$ cat src/hw/obi_pkg.sv
/* OBI bus package
   widths and response timing shared by every master and slave port */
package obi_pkg;

  localparam int ADDR_W = 32;
  localparam int DATA_W = 32;
  localparam int BE_W = DATA_W / 8;

  // core data port and DMA channel in the full design
  localparam int NUM_MASTERS = 2;

  // cycles from the grant edge to rvalid, on every port
  localparam int RSP_LATENCY = 1;

endpackage

$ cat src/hw/mcu_pkg.sv
/* MCU memory map package
   address windows, RAM bank geometry, register offsets and slave indices */
package mcu_pkg;

  // two RAM banks back to back
  localparam logic [31:0] RAM0_BASE = 32'h0000_0000;
  localparam logic [31:0] RAM1_BASE = 32'h0000_1000;
  localparam int RAM_BANK_BYTES = 4096;
  localparam int RAM_BANKS = 2;
  localparam int RAM_WORDS = RAM_BANK_BYTES / 4;
  localparam int RAM_WORD_W = $clog2(RAM_WORDS);
  localparam int RAM_BANK_BIT = $clog2(RAM1_BASE - RAM0_BASE);
  localparam int RAM_BANK_SEL_W = $clog2(RAM_BANKS);
  localparam logic [31:0] RAM_SIZE = 32'(RAM_BANKS * RAM_BANK_BYTES);

  localparam logic [31:0] AO_BASE = 32'h2000_0000;
  localparam logic [31:0] AO_SIZE = 32'h0000_1000;
  localparam logic [31:0] PERIPH_BASE = 32'h3000_0000;
  localparam logic [31:0] PERIPH_SIZE = 32'h0000_1000;
  localparam int REG_OFF_W = 12;

  // always-on registers
  localparam logic [REG_OFF_W-1:0] EXIT_VALUE = 12'h000;
  localparam logic [REG_OFF_W-1:0] EXIT_VALID = 12'h004;
  localparam logic [REG_OFF_W-1:0] BOOT_SEL = 12'h008;
  localparam logic [REG_OFF_W-1:0] SCRATCH = 12'h00C;

  // gpio registers
  localparam logic [REG_OFF_W-1:0] GPIO_OUT = 12'h000;
  localparam logic [REG_OFF_W-1:0] GPIO_EN = 12'h004;
  localparam logic [REG_OFF_W-1:0] GPIO_IN = 12'h008;

  localparam int NUM_SLAVES = 4;
  localparam int SLV_W = $clog2(NUM_SLAVES);
  localparam logic [SLV_W-1:0] SLV_RAM = 2'd0;
  localparam logic [SLV_W-1:0] SLV_AO = 2'd1;
  localparam logic [SLV_W-1:0] SLV_PERIPH = 2'd2;
  localparam logic [SLV_W-1:0] SLV_NONE = 2'd3;

endpackage

$ cat src/hw/peripheral_subsystem.sv
/* peripheral block
   32-bit GPIO port with output and enable registers, synchronized input */
`timescale 1ns/1ps

module peripheral_subsystem
  import obi_pkg::*;
  import mcu_pkg::*;
(
  input  logic              clk_i,
  input  logic              rst_i,
  input  logic              req_i,
  input  logic [ADDR_W-1:0] addr_i,
  input  logic              we_i,
  input  logic [DATA_W-1:0] wdata_i,
  output logic              rvalid_o,
  output logic [DATA_W-1:0] rdata_o,
  input  logic [DATA_W-1:0] gpio_i,
  output logic [DATA_W-1:0] gpio_o,
  output logic [DATA_W-1:0] gpio_en_o
);

  logic [REG_OFF_W-1:0] off;
  logic                 wr;
  logic [DATA_W-1:0]    gpio_out_q;
  logic [DATA_W-1:0]    gpio_en_q;
  logic [DATA_W-1:0]    gpio_meta_q;
  logic [DATA_W-1:0]    gpio_sync_q;
  logic [DATA_W-1:0]    rdata_d;
  logic [DATA_W-1:0]    rdata_q;
  logic                 rvalid_q;

  assign off = addr_i[REG_OFF_W-1:0];
  assign wr  = req_i && we_i;

  // GPIO_IN is read only
  always_comb begin
    case (off)
      GPIO_OUT: rdata_d = gpio_out_q;
      GPIO_EN:  rdata_d = gpio_en_q;
      GPIO_IN:  rdata_d = gpio_sync_q;
      default:  rdata_d = '0;
    endcase
  end

  always_ff @(posedge clk_i) begin
    if (rst_i) begin
      gpio_out_q <= '0;
      gpio_en_q  <= '0;
      rvalid_q   <= 1'b0;
    end else begin
      rvalid_q <= req_i;
      if (wr && (off == GPIO_OUT)) begin
        gpio_out_q <= wdata_i;
      end
      if (wr && (off == GPIO_EN)) begin
        gpio_en_q <= wdata_i;
      end
    end
  end

  // two-stage input sync
  always_ff @(posedge clk_i) begin
    gpio_meta_q <= gpio_i;
    gpio_sync_q <= gpio_meta_q;
    rdata_q     <= (req_i && !we_i) ? rdata_d : '0;
  end

  assign rvalid_o  = rvalid_q;
  assign rdata_o   = rdata_q;
  assign gpio_o    = gpio_out_q;
  assign gpio_en_o = gpio_en_q;

endmodule

$ cat config.mk
export PLATFORM = sky130hd
export DESIGN_NAME = peripheral_subsystem
export DESIGN_NICKNAME = d
export VERILOG_FILES = /design/src/hw/obi_pkg.sv /design/src/hw/mcu_pkg.sv /design/src/hw/peripheral_subsystem.sv
export SDC_FILE = /design/constraint.sdc
export NUM_CORES = 1
export LEC_CHECK = 0
export CAP_MARGIN = 20
export CORE_MARGIN = 5
export CORE_UTILIZATION = 50
export CTS_CLUSTER_DIAMETER = 120
export DETAILED_ROUTE_END_ITERATION = 10
export DONT_BUFFER_PORTS = 1
export PLACE_DENSITY = 0.68
export SKIP_CTS_REPAIR_TIMING = 1
export SYNTH_ARGS = -nofsm -noshare
export SYNTH_HDL_FRONTEND = slang
export SYNTH_SLANG_ARGS = --single-unit
$ cat constraint.sdc
create_clock -name clk_i -period 1.1 [get_ports clk_i]
set_input_delay 0.11 -clock clk_i [delete_from_list [all_inputs] [get_ports clk_i]]
set_output_delay 0.11 -clock clk_i [all_outputs]
set_load 0.005 [all_outputs]
==> metrics <==
status finished, violations left; failing checks negative hold slack, negative setup slack; mean post-synth cell area 11.3 um^2; CTS sink cnt 161; CP Max Fanout 2; post-synthesis sequential area ratio 58.1%; delay-heaviest family, CP flip-flops; Hold Startpoint addr_i[2]; Fill cells 795; Critical Path Source gpio_o[15]$_SDFFE_PP0P_; CTS tree yes; crit share post-route 101%; post-layout util 69.7%; via count 3859; RSZ-0062 raised after global routing yes; die footprint 0.0133 mm^2; WP data arrival 1.00 ns; routed wire length 14.3 mm; H-tree levels 4; Cells after Synth 491; dpl ws -0.177 ns; Final Max Tran Viols 0; Hold Vio Cnt, Final 31; Power Total 0.0123 W; GRT overflow 0; Worst Max-Slew Pin Slew 0.312 ns; post-layout instance area 0.00755 mm^2; crit path cell chain buf_6; Slew HR 79.2%; CORE AREA 0.0108 mm^2; drt first-iter violations 191; # port buffers 0; YS warnings 0; drt drc 0; PD cells 1620 mW/mm^2; CP Data Required Time 0.99 ns; Mapped Nets 591; Die W 115 um; routed vias/inst 5.05; antenna violations before repair 0; setup violators final 2; 1st-pass router iterations 4; Die Height 115 um; critical path class reg -> out; I/O pin total 197; Final Skew 0.00807 ns; synthesized area 0.00555 mm^2; clock-pin slew on the worst setup and hold paths 0.07 ns; CTS Buf Count 17; Max VDD drop 1.54 mV; Root Driver clkbuf_8; Peak Freq 901 MHz; fraction of layout cells with a size suffix above 1 23.7%; Slowest-stage cell, CP dfxtp_2; largest net degree at the start of global routing 98; Detailed Place HPWL 8.61 mm; reg2reg start gpio_en_o[6]$_SDFFE_PP0P_; total global routing track utilization 19.3%; wire per inst 18.7 um; register bit total from synthesis 161; Period minus WS final 1.11 ns; GPL Wtd Cong 0.768; Min Hold Slack -0.107 ns; Max stage delay on crit path 0.35 ns; Placed Area 0.00589 mm^2; first-pass GRT wire length 19.2 mm; antenna-violating nets left 0; ANT cells 0; row count 38; synth unique cells 20; clk_lat worst skew 0.54 ns; Hold Crit Class in -> reg; Starting Density 51.2%; CP Buf/Inv Count 1; final worst slack -0.0103 ns; P_leak 3.07 nW; Clock Tree Buf Depth 2; Syn-to-layout area delta 36.2%; nets@finish 711; CP Capture Type output pin; CP Launch Type flip-flop; max cap viols 0; vias in the first global route 3552
-- registers in the layout (all words and copies together) (netlist names) --
| signal | flops |
|---|---|
| gpio_en_o | 32 |
| gpio_meta_q | 32 |
| gpio_o | 32 |
| gpio_sync_q | 32 |
| rdata_o | 32 |
| rvalid_o | 1 |
-- where the power goes --
part,switching (W),internal [W]
combinational,0.000176,0.000336
sequential,0.0000303,0.00595
clock,0.00248,0.00329
total,0.00269,0.00958
-- cell type report --
class                      count  area (um^2)  area share, %
multi-input combinational    299         2160           28.6
timing repair buffer         132         1370           18.1
clock inverter                15          173           2.29
sequential                   161         3260           43.2
clock buffer                  17          414           5.48
tap                          140          175           2.32
-- logic make-up after synthesis --
logic type | after synthesis | synth area share, %
AO/OA/AOI/OAI | 33 | 2.98
buffers and inverters | 31 | 3.41
flip-flops | 161 | 58.1
multiplexers | 96 | 17.3
AND/OR/NAND/NOR | 170 | 18.2
-- through the flow --
stage	TNS, ns	instances	hold WS, ns
2_1_floorplan	-1.38	491	0.138
3_3_place_gp	-10.09	641	0.138
3_5_place_dp	-10.47	641	0.138
4_1_cts	-0.824	673	-0.437
5_1_grt	-0.762	764	-0.129
6_report	-0.0126	764	-0.107
-- worst paths after layout --
check / to / slack [ns] / cells after the start
max reg2reg: rdata_o[6]$_SDFF_PN0_ / 0.05 / 3
min reg2reg: gpio_sync_q[21]$_DFF_P_ / 0.33 / 0
min: rdata_o[1]$_SDFF_PN0_ / -0.11 / 3
max: gpio_o[15] / -0.01 / 1
-- cells in the final DEF (no fill, tap or decap), types with 15 or more instances in the layout --
cell           instances
dfxtp_2               31
a21oi_1               33
dlygate4sd3_1         84
mux2i_1               96
nand2b_1              96
nand2_1               32
or2_2                 32
clkbuf_16             16
dfxtp_1              130
buf_6                 29
buf_4                 15
-- layer usage --
metal	share of wire [%]	wire length (um)	GRT usage, %	up-vias
met5	0	0	0	-
met4	2.6	374	8.14	0
met3	8.7	1250	10.4	32
met2	51	7240	31.8	137
met1	38	5430	20.5	1837
li1	-	-	-	1853
-- cells in the mapped netlist --
cell      count  area (um^2)
clkbuf_1     20         75.1
a21oi_1      33          165
or2_2        32          200
buf_4         4         30.0
nand2b_1     96          601
nor4_2        1         12.5
nor3b_1       1         7.51
buf_6         3         33.8
mux2i_1      96          961
buf_2         1         5.00
nand4_1       1         6.26
nor2b_1       2         12.5
and3b_1       1         8.76
and4_1        1         8.76
nand2_1      32          120
dfxtp_1     161         3220
buf_8         3         45.0
nor4b_2       1         15.0
nand4_2       1         12.5
nor3_1        1         5.00
(Power assumes the default switching activity.)
