===== config.mk =====
export PLATFORM = sky130hd
export DESIGN_NAME = ao_peripheral_subsystem
export DESIGN_NICKNAME = d
export VERILOG_FILES = /design/src/hw/obi_pkg.sv /design/src/hw/mcu_pkg.sv /design/src/hw/ao_peripheral_subsystem.sv
export SDC_FILE = /design/constraint.sdc
export NUM_CORES = 1
export LEC_CHECK = 0
export ABC_AREA = 1
export BUFFER_PORTS_ARGS = -buffer_cell sky130_fd_sc_hd__buf_2
export CAP_MARGIN = 20
export CORE_ASPECT_RATIO = 1.2
export CORE_MARGIN = 5
export CORE_UTILIZATION = 53
export CTS_CLUSTER_DIAMETER = 120
export DETAILED_ROUTE_END_ITERATION = 8
export HOLD_SLACK_MARGIN = 0.05
export PLACE_DENSITY = 0.85
export SYNTH_ARGS = -nofsm -noshare
export SYNTH_HDL_FRONTEND = slang
export SYNTH_SLANG_ARGS = --single-unit

===== constraint.sdc =====
create_clock -name clk_i -period 8.6 [get_ports clk_i]
set_clock_uncertainty 0.2 [all_clocks]
set_input_delay 1.29 -clock clk_i [delete_from_list [all_inputs] [get_ports clk_i]]
set_output_delay 1.29 -clock clk_i [all_outputs]
set_load 0.01 [all_outputs]

===== src/hw/obi_pkg.sv =====
/* OBI bus package
   widths and response timing shared by every master and slave port */
package obi_pkg;

  localparam int ADDR_W = 32;
  localparam int DATA_W = 32;
  localparam int BE_W = DATA_W / 8;

  // core data port and DMA channel in the full design
  localparam int NUM_MASTERS = 2;

  // cycles from the grant edge to rvalid, on every port
  localparam int RSP_LATENCY = 1;

endpackage


===== src/hw/mcu_pkg.sv =====
/* MCU memory map package
   address windows, RAM bank geometry, register offsets and slave indices */
package mcu_pkg;

  // two RAM banks back to back
  localparam logic [31:0] RAM0_BASE = 32'h0000_0000;
  localparam logic [31:0] RAM1_BASE = 32'h0000_1000;
  localparam int RAM_BANK_BYTES = 4096;
  localparam int RAM_BANKS = 2;
  localparam int RAM_WORDS = RAM_BANK_BYTES / 4;
  localparam int RAM_WORD_W = $clog2(RAM_WORDS);
  localparam int RAM_BANK_BIT = $clog2(RAM1_BASE - RAM0_BASE);
  localparam int RAM_BANK_SEL_W = $clog2(RAM_BANKS);
  localparam logic [31:0] RAM_SIZE = 32'(RAM_BANKS * RAM_BANK_BYTES);

  localparam logic [31:0] AO_BASE = 32'h2000_0000;
  localparam logic [31:0] AO_SIZE = 32'h0000_1000;
  localparam logic [31:0] PERIPH_BASE = 32'h3000_0000;
  localparam logic [31:0] PERIPH_SIZE = 32'h0000_1000;
  localparam int REG_OFF_W = 12;

  // always-on registers
  localparam logic [REG_OFF_W-1:0] EXIT_VALUE = 12'h000;
  localparam logic [REG_OFF_W-1:0] EXIT_VALID = 12'h004;
  localparam logic [REG_OFF_W-1:0] BOOT_SEL = 12'h008;
  localparam logic [REG_OFF_W-1:0] SCRATCH = 12'h00C;

  // gpio registers
  localparam logic [REG_OFF_W-1:0] GPIO_OUT = 12'h000;
  localparam logic [REG_OFF_W-1:0] GPIO_EN = 12'h004;
  localparam logic [REG_OFF_W-1:0] GPIO_IN = 12'h008;

  localparam int NUM_SLAVES = 4;
  localparam int SLV_W = $clog2(NUM_SLAVES);
  localparam logic [SLV_W-1:0] SLV_RAM = 2'd0;
  localparam logic [SLV_W-1:0] SLV_AO = 2'd1;
  localparam logic [SLV_W-1:0] SLV_PERIPH = 2'd2;
  localparam logic [SLV_W-1:0] SLV_NONE = 2'd3;

endpackage


===== src/hw/ao_peripheral_subsystem.sv =====
/* always-on peripheral block
   program exit value and flag, boot-select readback, scratch word */
`timescale 1ns/1ps

module ao_peripheral_subsystem
  import obi_pkg::*;
  import mcu_pkg::*;
(
  input  logic              clk_i,
  input  logic              rst_i,
  input  logic              req_i,
  input  logic [ADDR_W-1:0] addr_i,
  input  logic              we_i,
  input  logic [DATA_W-1:0] wdata_i,
  output logic              rvalid_o,
  output logic [DATA_W-1:0] rdata_o,
  input  logic              boot_select_i,
  output logic [DATA_W-1:0] exit_value_o,
  output logic              exit_valid_o
);

  logic [REG_OFF_W-1:0] off;
  logic                 wr;
  logic [DATA_W-1:0]    exit_value_q;
  logic                 exit_valid_q;
  logic [DATA_W-1:0]    scratch_q;
  logic [DATA_W-1:0]    rdata_d;
  logic [DATA_W-1:0]    rdata_q;
  logic                 rvalid_q;

  assign off = addr_i[REG_OFF_W-1:0];
  assign wr  = req_i && we_i;

  always_comb begin
    case (off)
      EXIT_VALUE: rdata_d = exit_value_q;
      EXIT_VALID: rdata_d = DATA_W'(exit_valid_q);
      BOOT_SEL:   rdata_d = DATA_W'(boot_select_i);
      SCRATCH:    rdata_d = scratch_q;
      default:    rdata_d = '0;
    endcase
  end

  always_ff @(posedge clk_i) begin
    if (rst_i) begin
      exit_value_q <= '0;
      exit_valid_q <= 1'b0;
      rvalid_q     <= 1'b0;
    end else begin
      rvalid_q <= req_i;
      if (wr && (off == EXIT_VALUE)) begin
        exit_value_q <= wdata_i;
      end
      // sticky, only reset clears it
      if (wr && (off == EXIT_VALID) && wdata_i[0]) begin
        exit_valid_q <= 1'b1;
      end
    end
  end

  always_ff @(posedge clk_i) begin
    if (wr && (off == SCRATCH)) begin
      scratch_q <= wdata_i;
    end
    rdata_q <= (req_i && !we_i) ? rdata_d : '0;
  end

  assign rvalid_o     = rvalid_q;
  assign rdata_o      = rdata_q;
  assign exit_value_o = exit_value_q;
  assign exit_valid_o = exit_valid_q;

endmodule


==> flow_metrics.env <==
export IMPL_insertion_delay_ps=340
export IMPL_met3_length_um=685
export IMPL_hold_ws_ps=273.7
export IMPL_cpMostUsedCell="nor2_4"
export IMPL_synth_seq_cells=98
export IMPL_cp_cell_sequence="buf_2, nor2_1, nand2_1, nor2_4, nand3_1, nor2_4"
export IMPL_htree_levels=3
export IMPL_avgSynthCellArea_um2=8.905
export IMPL_first_global_vias=3047
export IMPL_dp_hpwl_um=5547
export IMPL_diodes=0
export IMPL_pin_count=135
export IMPL_rsz0062_at_grt="false"
export IMPL_arrival_ps=3410
export IMPL_antenna_found_initial=0
export IMPL_max_stage_delay_ps=810
export IMPL_ant_nets=0
export IMPL_path_class="in -> reg"
export IMPL_drive_gt1_share_pct=26.96
export IMPL_cts_sinks=98
export IMPL_r2r_end="rdata_o[0]"
export IMPL_synth_area_top_cells="dfxtp_1 (36%), edfxtp_1 (26%), nand2_1 (10%), nor2_1 (7.6%), nand4_1 (5.4%)"
export IMPL_synth_warning_count=0
export IMPL_final_period_utilization_pct=42.41
export IMPL_synth_most_common_cell="nand2_1"
export IMPL_p_total_mw=0.7727
export IMPL_synth_edf_count=32
export IMPL_coreArea_um2=6813
export IMPL_required_ps=8360
export IMPL_yosysTopAreaCellShare_pct=35.58
export IMPL_wl_met1_um=3306
export IMPL_synthCells=417
export IMPL_num_rows=33
export IMPL_relSlewSlack_pct=34.76
export IMPL_rr_worst_depth=4
export IMPL_setup_violations_final=0
export IMPL_final_nets=588
export IMPL_clk_transition_reported_paths_ps=90
export IMPL_wl_met2_um=4596
export IMPL_clockBufferDepth=2
export IMPL_wl_per_cell_um=14.30
export IMPL_die_area_um2=8787
export IMPL_netlist_area_um2=3714
export IMPL_r2r_slack_ps=7550
export IMPL_die_h_um=101.7
export IMPL_rr_startpoint="scratch_q[0]"
export IMPL_grt_remaining_overflow=0
export IMPL_grt_max_degree=65
export IMPL_grt_use_total_pct=20.38
export IMPL_syn_nets=486
export IMPL_cts_setup_buffers=0
export IMPL_power_static_leakage_nw=2.064
export IMPL_end_kind="flop"
export IMPL_outcome="finished, final reports clean"
export IMPL_drt_iter0_markers=198
export IMPL_fp_dieW_um=86.41
export IMPL_start_util_pct=54.51
export IMPL_worst_pin_slew_ps=976.3
export IMPL_io_buffers=114
export IMPL_critPathMaxFanout=38
export IMPL_hold_viol_final=0
export IMPL_grt_pass1_wl_um=14030
export IMPL_vdd_drop_max_uv=104.5
export IMPL_maxSlewViolCount=0
export IMPL_cts_tree="done"
export IMPL_numCtsBuffers=9
export IMPL_synth_distinct_cells=21
export IMPL_ys_seq_area_share_pct=61.46
export IMPL_firstDrtPassIters=4
export IMPL_postCtsHoldBufs=0
export IMPL_fin_setup_tns_ps=0
export IMPL_cts_repair_resized=0
export IMPL_power_density_nw_per_um2=172.7
export IMPL_yosys_area_top_type="dfxtp_1"
export IMPL_slowest_stage="nor2_4"
export IMPL_start_kind="input pin"
export IMPL_vias=3028
export IMPL_holdPathEnd="rdata_o[16]"
export IMPL_yosys_top_cells_count="nand2_1 (99), nor2_1 (75), dfxtp_1 (66)"
export IMPL_place_congestion=0.7879
export IMPL_min_path_type="reg -> reg"
export IMPL_viasPerCell=4.964
export IMPL_fill_cells=562
export IMPL_async_flop_share_pct=0
export IMPL_min_period_ps=3647
export IMPL_synthFlopType="dfxtp_1"
export IMPL_cts_root_buf="clkbuf_8"
export IMPL_top_layer="met4"
export IMPL_fmax_ghz=0.2742
export IMPL_area_delta_synth_final_pct=20.49
export IMPL_maxCapViolCount=0
export IMPL_drc_errors=0
export IMPL_hold_depth=2
export IMPL_min_from="exit_value_o[16]"
export IMPL_wirelength_um=8720
[cell families after synthesis]
kind of cell    after synthesis  share of synthesized area, %
flops                        98                         61.46
simple gates                217                         25.10
compound gates               34                         4.649
buf+inv                      68                         8.793
[how the worst max path moves through the flow]
stage,start,endpoint,slack [ps],cells after the start
after floorplan,addr_i[11],scratch_q[0],4650,7
after global placement,addr_i[9],scratch_q[5],4630,6
after detailed placement,addr_i[11],scratch_q[5],4540,6
after CTS,addr_i[11],scratch_q[12],4910,6
after global routing,addr_i[11],exit_value_o[0],4760,7
final,addr_i[11],scratch_q[22],4950,6
[routing by layer]
| layer | up-vias | track usage (%) |
|---|---|---|
| li1 | 1533 | - |
| met1 | 1383 | 22.68 |
| met2 | 100 | 36.87 |
| met3 | 12 | 4.963 |
| met4 | 0 | 8.513 |
| met5 | - | 0 |
[area by class of cell]
cell class              instances  area [µm²]  share of cell area [%]
clock buffers                  11       152.6                   3.412
flip-flops and latches         98        2282                   51.01
inverters                      41       153.9                   3.440
multi-input cells             251        1122                   25.08
repair buffers                118       628.1                   14.04
clock inverters                 4       26.28                  0.5872
well taps                      87       108.9                   2.433
[report_power, final]
part | switching [mW] | leakage (nW) | total [mW] | internal (mW)
Sequential | 0.0000569 | 0.819 | 0.477 | 0.477
Combinational | 0.0168 | 1.15 | 0.0271 | 0.0103
Clock | 0.148 | 0.0903 | 0.269 | 0.121
[sequential cells by signal, indices dropped and copies added (netlist names)]
register and cells:
exit_valid_o 1, scratch_q 32, rvalid_o 1, rdata_o 32, exit_value_o 32
[metrics by stage]
step                cells  area, µm²  utilization [%]  setup WS (ps)
floorplan             417       3714                -           4650
global placement      593       4253            62.42           4627
detailed placement    594       4280            62.83           4536
CTS                   609       4459            65.45           4906
global route          610       4474            65.67           4760
finish                610       4474            65.67           4953
[cells in the final DEF, fill, tap and decap left out, types with 2 or more instances in the layout]
cell        n
nand4_1    32
dfxtp_1    66
nor2_4      3
nor3_1      2
edfxtp_1   32
nand2_2     2
inv_1      40
buf_4       2
nor2_1     72
a21oi_1    32
buf_2     114
nand3_1     3
clkinv_2    2
nand2_1    99
clkbuf_8    9
[worst max-delay path: cells and delay by family]
family | cells | cell delay (ps)
buffers and inverters | 1 | 90
and+or+nand+nor | 5 | 1990
No activity file was read; power rests on OpenSTA's default activity.
