### src/hw/obi_pkg.sv
/* OBI bus package
   widths and response timing shared by every master and slave port */
package obi_pkg;

  localparam int ADDR_W = 32;
  localparam int DATA_W = 32;
  localparam int BE_W = DATA_W / 8;

  // core data port and DMA channel in the full design
  localparam int NUM_MASTERS = 2;

  // cycles from the grant edge to rvalid, on every port
  localparam int RSP_LATENCY = 1;

endpackage

### src/hw/mcu_pkg.sv
/* MCU memory map package
   address windows, RAM bank geometry, register offsets and slave indices */
package mcu_pkg;

  // two RAM banks back to back
  localparam logic [31:0] RAM0_BASE = 32'h0000_0000;
  localparam logic [31:0] RAM1_BASE = 32'h0000_1000;
  localparam int RAM_BANK_BYTES = 4096;
  localparam int RAM_BANKS = 2;
  localparam int RAM_WORDS = RAM_BANK_BYTES / 4;
  localparam int RAM_WORD_W = $clog2(RAM_WORDS);
  localparam int RAM_BANK_BIT = $clog2(RAM1_BASE - RAM0_BASE);
  localparam int RAM_BANK_SEL_W = $clog2(RAM_BANKS);
  localparam logic [31:0] RAM_SIZE = 32'(RAM_BANKS * RAM_BANK_BYTES);

  localparam logic [31:0] AO_BASE = 32'h2000_0000;
  localparam logic [31:0] AO_SIZE = 32'h0000_1000;
  localparam logic [31:0] PERIPH_BASE = 32'h3000_0000;
  localparam logic [31:0] PERIPH_SIZE = 32'h0000_1000;
  localparam int REG_OFF_W = 12;

  // always-on registers
  localparam logic [REG_OFF_W-1:0] EXIT_VALUE = 12'h000;
  localparam logic [REG_OFF_W-1:0] EXIT_VALID = 12'h004;
  localparam logic [REG_OFF_W-1:0] BOOT_SEL = 12'h008;
  localparam logic [REG_OFF_W-1:0] SCRATCH = 12'h00C;

  // gpio registers
  localparam logic [REG_OFF_W-1:0] GPIO_OUT = 12'h000;
  localparam logic [REG_OFF_W-1:0] GPIO_EN = 12'h004;
  localparam logic [REG_OFF_W-1:0] GPIO_IN = 12'h008;

  localparam int NUM_SLAVES = 4;
  localparam int SLV_W = $clog2(NUM_SLAVES);
  localparam logic [SLV_W-1:0] SLV_RAM = 2'd0;
  localparam logic [SLV_W-1:0] SLV_AO = 2'd1;
  localparam logic [SLV_W-1:0] SLV_PERIPH = 2'd2;
  localparam logic [SLV_W-1:0] SLV_NONE = 2'd3;

endpackage

### src/hw/system_bus.sv
/* system bus crossbar
   two OBI masters to four slaves, round-robin arbitration per slave */
`timescale 1ns/1ps

module system_bus
  import obi_pkg::*;
  import mcu_pkg::*;
(
  input  logic              clk_i,
  input  logic              rst_i,

  input  logic              m0_req_i,
  input  logic [ADDR_W-1:0] m0_addr_i,
  input  logic              m0_we_i,
  input  logic [BE_W-1:0]   m0_be_i,
  input  logic [DATA_W-1:0] m0_wdata_i,
  output logic              m0_gnt_o,
  output logic              m0_rvalid_o,
  output logic [DATA_W-1:0] m0_rdata_o,

  input  logic              m1_req_i,
  input  logic [ADDR_W-1:0] m1_addr_i,
  input  logic              m1_we_i,
  input  logic [BE_W-1:0]   m1_be_i,
  input  logic [DATA_W-1:0] m1_wdata_i,
  output logic              m1_gnt_o,
  output logic              m1_rvalid_o,
  output logic [DATA_W-1:0] m1_rdata_o,

  output logic              ram_req_o,
  output logic [ADDR_W-1:0] ram_addr_o,
  output logic              ram_we_o,
  output logic [BE_W-1:0]   ram_be_o,
  output logic [DATA_W-1:0] ram_wdata_o,
  input  logic              ram_rvalid_i,
  input  logic [DATA_W-1:0] ram_rdata_i,

  output logic              ao_req_o,
  output logic [ADDR_W-1:0] ao_addr_o,
  output logic              ao_we_o,
  output logic [BE_W-1:0]   ao_be_o,
  output logic [DATA_W-1:0] ao_wdata_o,
  input  logic              ao_rvalid_i,
  input  logic [DATA_W-1:0] ao_rdata_i,

  output logic              periph_req_o,
  output logic [ADDR_W-1:0] periph_addr_o,
  output logic              periph_we_o,
  output logic [BE_W-1:0]   periph_be_o,
  output logic [DATA_W-1:0] periph_wdata_o,
  input  logic              periph_rvalid_i,
  input  logic [DATA_W-1:0] periph_rdata_i
);

  logic [SLV_W-1:0]       mst_sel   [NUM_MASTERS];
  logic [NUM_MASTERS-1:0] rsp_valid;
  logic [DATA_W-1:0]      rsp_rdata [NUM_MASTERS];

  logic [NUM_SLAVES-1:0]  slv_req;
  logic [NUM_SLAVES-1:0]  slv_win;
  logic [ADDR_W-1:0]      slv_addr  [NUM_SLAVES];
  logic [NUM_SLAVES-1:0]  slv_we;
  logic [BE_W-1:0]        slv_be    [NUM_SLAVES];
  logic [DATA_W-1:0]      slv_wdata [NUM_SLAVES];
  logic [NUM_SLAVES-1:0]  slv_rvalid;
  logic [DATA_W-1:0]      slv_rdata [NUM_SLAVES];

  // priority holder and last served master, per slave
  logic [NUM_SLAVES-1:0]  rr_ptr_q;
  logic [NUM_SLAVES-1:0]  served_q;
  logic                   none_rvalid_q;

  function automatic logic [SLV_W-1:0] decode(input logic [ADDR_W-1:0] addr);
    logic [SLV_W-1:0] sel;
    if ((addr - RAM0_BASE) < RAM_SIZE) begin
      sel = SLV_RAM;
    end else if ((addr - AO_BASE) < AO_SIZE) begin
      sel = SLV_AO;
    end else if ((addr - PERIPH_BASE) < PERIPH_SIZE) begin
      sel = SLV_PERIPH;
    end else begin
      sel = SLV_NONE;
    end
    return sel;
  endfunction

  assign mst_sel[0] = decode(m0_addr_i);
  assign mst_sel[1] = decode(m1_addr_i);

  for (genvar s = 0; s < NUM_SLAVES; s++) begin : g_arb
    logic hit0;
    logic hit1;

    assign hit0 = m0_req_i && (mst_sel[0] == SLV_W'(s));
    assign hit1 = m1_req_i && (mst_sel[1] == SLV_W'(s));

    // master 1 wins when alone or when it holds the priority
    assign slv_win[s]   = hit1 && (!hit0 || rr_ptr_q[s]);
    assign slv_req[s]   = hit0 || hit1;
    assign slv_addr[s]  = slv_win[s] ? m1_addr_i : m0_addr_i;
    assign slv_we[s]    = slv_win[s] ? m1_we_i : m0_we_i;
    assign slv_be[s]    = slv_win[s] ? m1_be_i : m0_be_i;
    assign slv_wdata[s] = slv_win[s] ? m1_wdata_i : m0_wdata_i;
  end

  // slaves are always ready, so only arbitration holds a master off
  assign m0_gnt_o = m0_req_i && !slv_win[mst_sel[0]];
  assign m1_gnt_o = m1_req_i && slv_win[mst_sel[1]];

  always_ff @(posedge clk_i) begin
    if (rst_i) begin
      rr_ptr_q      <= '0;
      served_q      <= '0;
      none_rvalid_q <= 1'b0;
    end else begin
      for (int s = 0; s < NUM_SLAVES; s++) begin
        if (slv_req[s]) begin
          rr_ptr_q[s] <= !slv_win[s];
          served_q[s] <= slv_win[s];
        end
      end
      none_rvalid_q <= slv_req[SLV_NONE];
    end
  end

  // at most one slave answers each master per cycle
  always_comb begin
    rsp_valid = '0;
    for (int m = 0; m < NUM_MASTERS; m++) begin
      rsp_rdata[m] = '0;
    end
    for (int s = 0; s < NUM_SLAVES; s++) begin
      if (slv_rvalid[s]) begin
        rsp_valid[served_q[s]] = 1'b1;
        rsp_rdata[served_q[s]] = slv_rdata[s];
      end
    end
  end

  assign m0_rvalid_o = rsp_valid[0];
  assign m0_rdata_o  = rsp_rdata[0];
  assign m1_rvalid_o = rsp_valid[1];
  assign m1_rdata_o  = rsp_rdata[1];

  assign ram_req_o      = slv_req[SLV_RAM];
  assign ram_addr_o     = slv_addr[SLV_RAM];
  assign ram_we_o       = slv_we[SLV_RAM];
  assign ram_be_o       = slv_be[SLV_RAM];
  assign ram_wdata_o    = slv_wdata[SLV_RAM];
  assign ao_req_o       = slv_req[SLV_AO];
  assign ao_addr_o      = slv_addr[SLV_AO];
  assign ao_we_o        = slv_we[SLV_AO];
  assign ao_be_o        = slv_be[SLV_AO];
  assign ao_wdata_o     = slv_wdata[SLV_AO];
  assign periph_req_o   = slv_req[SLV_PERIPH];
  assign periph_addr_o  = slv_addr[SLV_PERIPH];
  assign periph_we_o    = slv_we[SLV_PERIPH];
  assign periph_be_o    = slv_be[SLV_PERIPH];
  assign periph_wdata_o = slv_wdata[SLV_PERIPH];

  assign slv_rvalid[SLV_RAM]    = ram_rvalid_i;
  assign slv_rdata[SLV_RAM]     = ram_rdata_i;
  assign slv_rvalid[SLV_AO]     = ao_rvalid_i;
  assign slv_rdata[SLV_AO]      = ao_rdata_i;
  assign slv_rvalid[SLV_PERIPH] = periph_rvalid_i;
  assign slv_rdata[SLV_PERIPH]  = periph_rdata_i;

  // unmapped space reads zero and drops writes
  assign slv_rvalid[SLV_NONE] = none_rvalid_q;
  assign slv_rdata[SLV_NONE]  = '0;

endmodule

### config.mk
export PLATFORM = sky130hd
export DESIGN_NAME = system_bus
export DESIGN_NICKNAME = d
export VERILOG_FILES = /design/src/hw/obi_pkg.sv /design/src/hw/mcu_pkg.sv /design/src/hw/system_bus.sv
export SDC_FILE = /design/constraint.sdc
export NUM_CORES = 1
export LEC_CHECK = 0
export BUFFER_PORTS_ARGS = -buffer_cell sky130_fd_sc_hd__buf_4
export CAP_MARGIN = 30
export CORE_AREA = 4 4 198 200
export CTS_CLUSTER_DIAMETER = 50
export DETAILED_ROUTE_END_ITERATION = 8
export DIE_AREA = 0 0 202 204
export GPL_TIMING_DRIVEN = 0
export PLACE_DENSITY = 0.41
export SLEW_MARGIN = 5
export SYNTH_ARGS = -nofsm -noshare
export SYNTH_HDL_FRONTEND = slang
export SYNTH_SLANG_ARGS = --single-unit
### constraint.sdc
create_clock -name clk_i -period 2.1 [get_ports clk_i]
set_clock_uncertainty 0.15 [all_clocks]
set_input_delay 0.105 -clock clk_i [delete_from_list [all_inputs] [get_ports clk_i]]
set_output_delay 0.105 -clock clk_i [all_outputs]
set_load 0.005 [all_outputs]
==> summary.md <==
| Metric | Value |
|---|---|
| Status | `finished with violations` |
| Failing checks | `negative setup slack` |
| Core Area | `37400 µm²` |
| Cell count after synthesis | `697` |
| Ports | `519` |
| DRT Pass-1 Iters | `5` |
| Clock slew at reported path FFs | `0.04 ns` |
| RSZ-0062 raised after global routing | `yes` |
| Largest delay share family, worst path | `simple AND/OR/NAND/NOR gates` |
| CP max-delay cell | `nor4_4` |
| Root buffer cell | `clkbuf_16` |
| Worst-path cell chain | `buf_6 -> nor4_4 -> buf_4 -> nand3_4 -> nor4_4 -> or2_4 -> buf_12 -> clkbuf_16 -> mux2_4 -> buf_6` |
| Layout cells sized above 1 | `0.742` |
| Non-Filler Instances | `1798` |
| Skew-Pair Late Insertion Delay | `0.23 ns` |
| Setup_tns | `-27.36 ns` |
| Reg2Reg Depth | `7` |
| CTS buffer count | `3` |
| Total number of vias | `7965` |
| Pre-CTS setup slack | `-1.40 ns` |
| P per Cell Area | `190 nW/µm²` |
| Maxcap violations | `0` |
| DR WL/cell | `22.6 µm` |
| Worst hold-check path type | `in2reg` |
| ANT cells | `0` |
| Initial antenna violation count | `0` |
| Crit path buffers/inverters | `5` |
| Die span in x | `202 µm` |
| Slowest stage delay, CP | `0.30 ns` |
| Hold path cells | `2` |
| IO buf count | `516` |
| DR DRC count | `0` |
| Placed cell area | `9260 µm²` |
| Drt total wl | `40700 µm` |
| Max Clk Rate | `0.429 GHz` |
| P_leak | `6.21 nW` |
| H-tree depth | `1` |
| Layout net count | `1533` |
| Iter 0 DRT Violations | `297` |
| Leading cell type in the layout, fill and taps excluded | `buf_4` |
| Yosys reg bits | `9` |
| First-pass GRT wire length | `54300 µm` |
| Top FF cell, synth | `dfxtp_1` |
| Kind of critical path | `in2out` |
| Syn. warnings | `0` |
| Ys async rst share | `0` |
| Fin crit share | `1.11` |
| Fin util | `0.339` |
| Sequential share of the synthesized area | `0.0380` |
| Grt ovf | `0` |
| Final Max Tran Viols | `0` |
| Netlist cell types | `50` |
| Syn Nets | `942` |
| Critical Path Stages | `10` |
| Sink Count | `9` |
| Syn Std Cell Area | `4740 µm²` |
| Max FO, Critical Path | `8` |
| Largest net degree at the start of global routing | `11` |
| Cell count after placement | `1724` |
| Power, Total | `2.40 mW` |
| Via density | `4.43` |
| Final Setup Violations | `202` |
| Initial Util | `0.127` |
| Critical path startpoint category | `input pin` |
| Vias in the first global route | `8019` |
| Hold_ws | `0.0939 ns` |
| Final Cell Area | `12700 µm²` |
| TritonCTS clock tree | `yes` |
| Final ANT Viol Nets | `0` |
| Fin. Hold Viols | `0` |
| Fin crit period | `2.33 ns` |
| CTS max path bufs | `2` |
| Rows | `71` |
| Most frequent cells in the layout | `buf_4, buf_6, mux2_4` |
| WP data arrival | `2.08 ns` |
| Worst slew margin | `0.575` |
| Synth-to-Final Area Change | `167%` |
| Max VDD drop | `0.114 mV` |
| Die area | `41200 µm²` |
| Worst setup margin | `-0.234 ns` |
| Worst-Margin Slew | `0.638 ns` |
| Final GP Congestion | `0.869` |
| Total track usage | `0.170` |
| Filler Cells Inserted | `3953` |
| Post-synth EDFFs | `0` |
| Post-DP HPWL | `31300 µm` |
| Worst endpoint required time | `1.85 ns` |
| Critical path capture point type | `output port` |
| Die Height | `204 µm` |
| Mean area per synthesized cell | `6.80 µm²` |
[path summary, 6_finish.rpt]
path | slack (ns) | startpoint | endpoint
min | 0.09 | rst_i | rr_ptr_q[0]
max reg2reg | 0.31 | rr_ptr_q[1] | served_q[1]
min reg2reg | 0.34 | served_q[1] | served_q[1]
max | -0.23 | m0_addr_i[25] | periph_we_o
[Yosys cell counts, types with 3 or more instances]
library cell / n / area (µm²)
o21ai_0: 4 / 20.0
nor4_2: 4 / 50.1
buf_2: 5 / 25.0
mux2_2: 26 / 293
nor2_1: 76 / 285
buf_12: 5 / 100
a21oi_1: 12 / 60.1
nand2_1: 166 / 623
a22oi_1: 32 / 240
a211oi_1: 32 / 240
dfxtp_1: 9 / 180
nor3_1: 38 / 190
clkbuf_1: 46 / 173
nand3_1: 5 / 25.0
and2_1: 55 / 344
buf_6: 3 / 33.8
buf_1: 3 / 11.3
a221oi_1: 33 / 289
ha_1: 4 / 50.1
inv_1: 8 / 30.0
mux2_4: 50 / 751
nor4_1: 10 / 62.6
mux2_1: 24 / 270
nand2b_1: 8 / 50.1
buf_4: 3 / 22.5
[repair_timing]
| action | CTS | global route |
|---|---|---|
| gates cloned | 4 | 17 |
| endpoints found under the hold margin | 0 | 0 |
| hold buffers | 0 | 0 |
| gates resized for setup | 261 | 438 |
| endpoints found under the setup margin | 274 | 267 |
| buffers inserted | 37 | 23 |
| pin swaps | 20 | 133 |
[area by class of cell]
| type | instances | area [µm²] | area share |
|---|---|---|---|
| tap | 511 | 639 | 0.0504 |
| timing repair buffer | 593 | 5650 | 0.445 |
| buffer | 60 | 711 | 0.0560 |
| clock buffer | 4 | 78.8 | 0.00622 |
| inverter | 8 | 45.0 | 0.00355 |
| multi-input combinational | 613 | 5380 | 0.424 |
| sequential | 9 | 181 | 0.0143 |
[worst register-to-register path: stages (launching register included)]
cell and delay, ns:
dfxtp_1 0.33, nand2b_1 0.22, o311ai_4 0.34, buf_4 0.17, buf_8 0.13, buf_8 0.15
buf_4 0.12, a21oi_1 0.05
[flip-flops by register name, summed over array words and instances (netlist names)]
register	count
none_rvalid_q	1
served_q	4
rr_ptr_q	4
[report_power, final]
part	total (mW)	internal (mW)	leakage (nW)	switching, mW
logic	1.89	1.12	6.09	0.769
clock network	0.337	0.254	0.0382	0.0835
registers	0.179	0.176	0.0739	0.00276
[per-layer routing]
metal / part of all wire / global-route usage
met5: 0 / 0
met2: 0.53 / 0.330
met3: 0.083 / 0.0457
met4: 0.020 / 0.0205
met1: 0.37 / 0.188
[kinds of logic (layout without fill, tap and decap cells)]
group | count (synthesis) | in the layout | synth area share
AOI/OAI and AO/OA | 123 | 123 | 0.201
xor gates and xnor gates | 4 | 4 | 0.00739
muxes | 100 | 100 | 0.277
and+or+nand+nor | 382 | 382 | 0.380
buffers and inverters | 75 | 665 | 0.0855
DFF | 9 | 9 | 0.0380
adders and majority gates | 4 | 4 | 0.0106
Power figures use the tool's default switching activity.
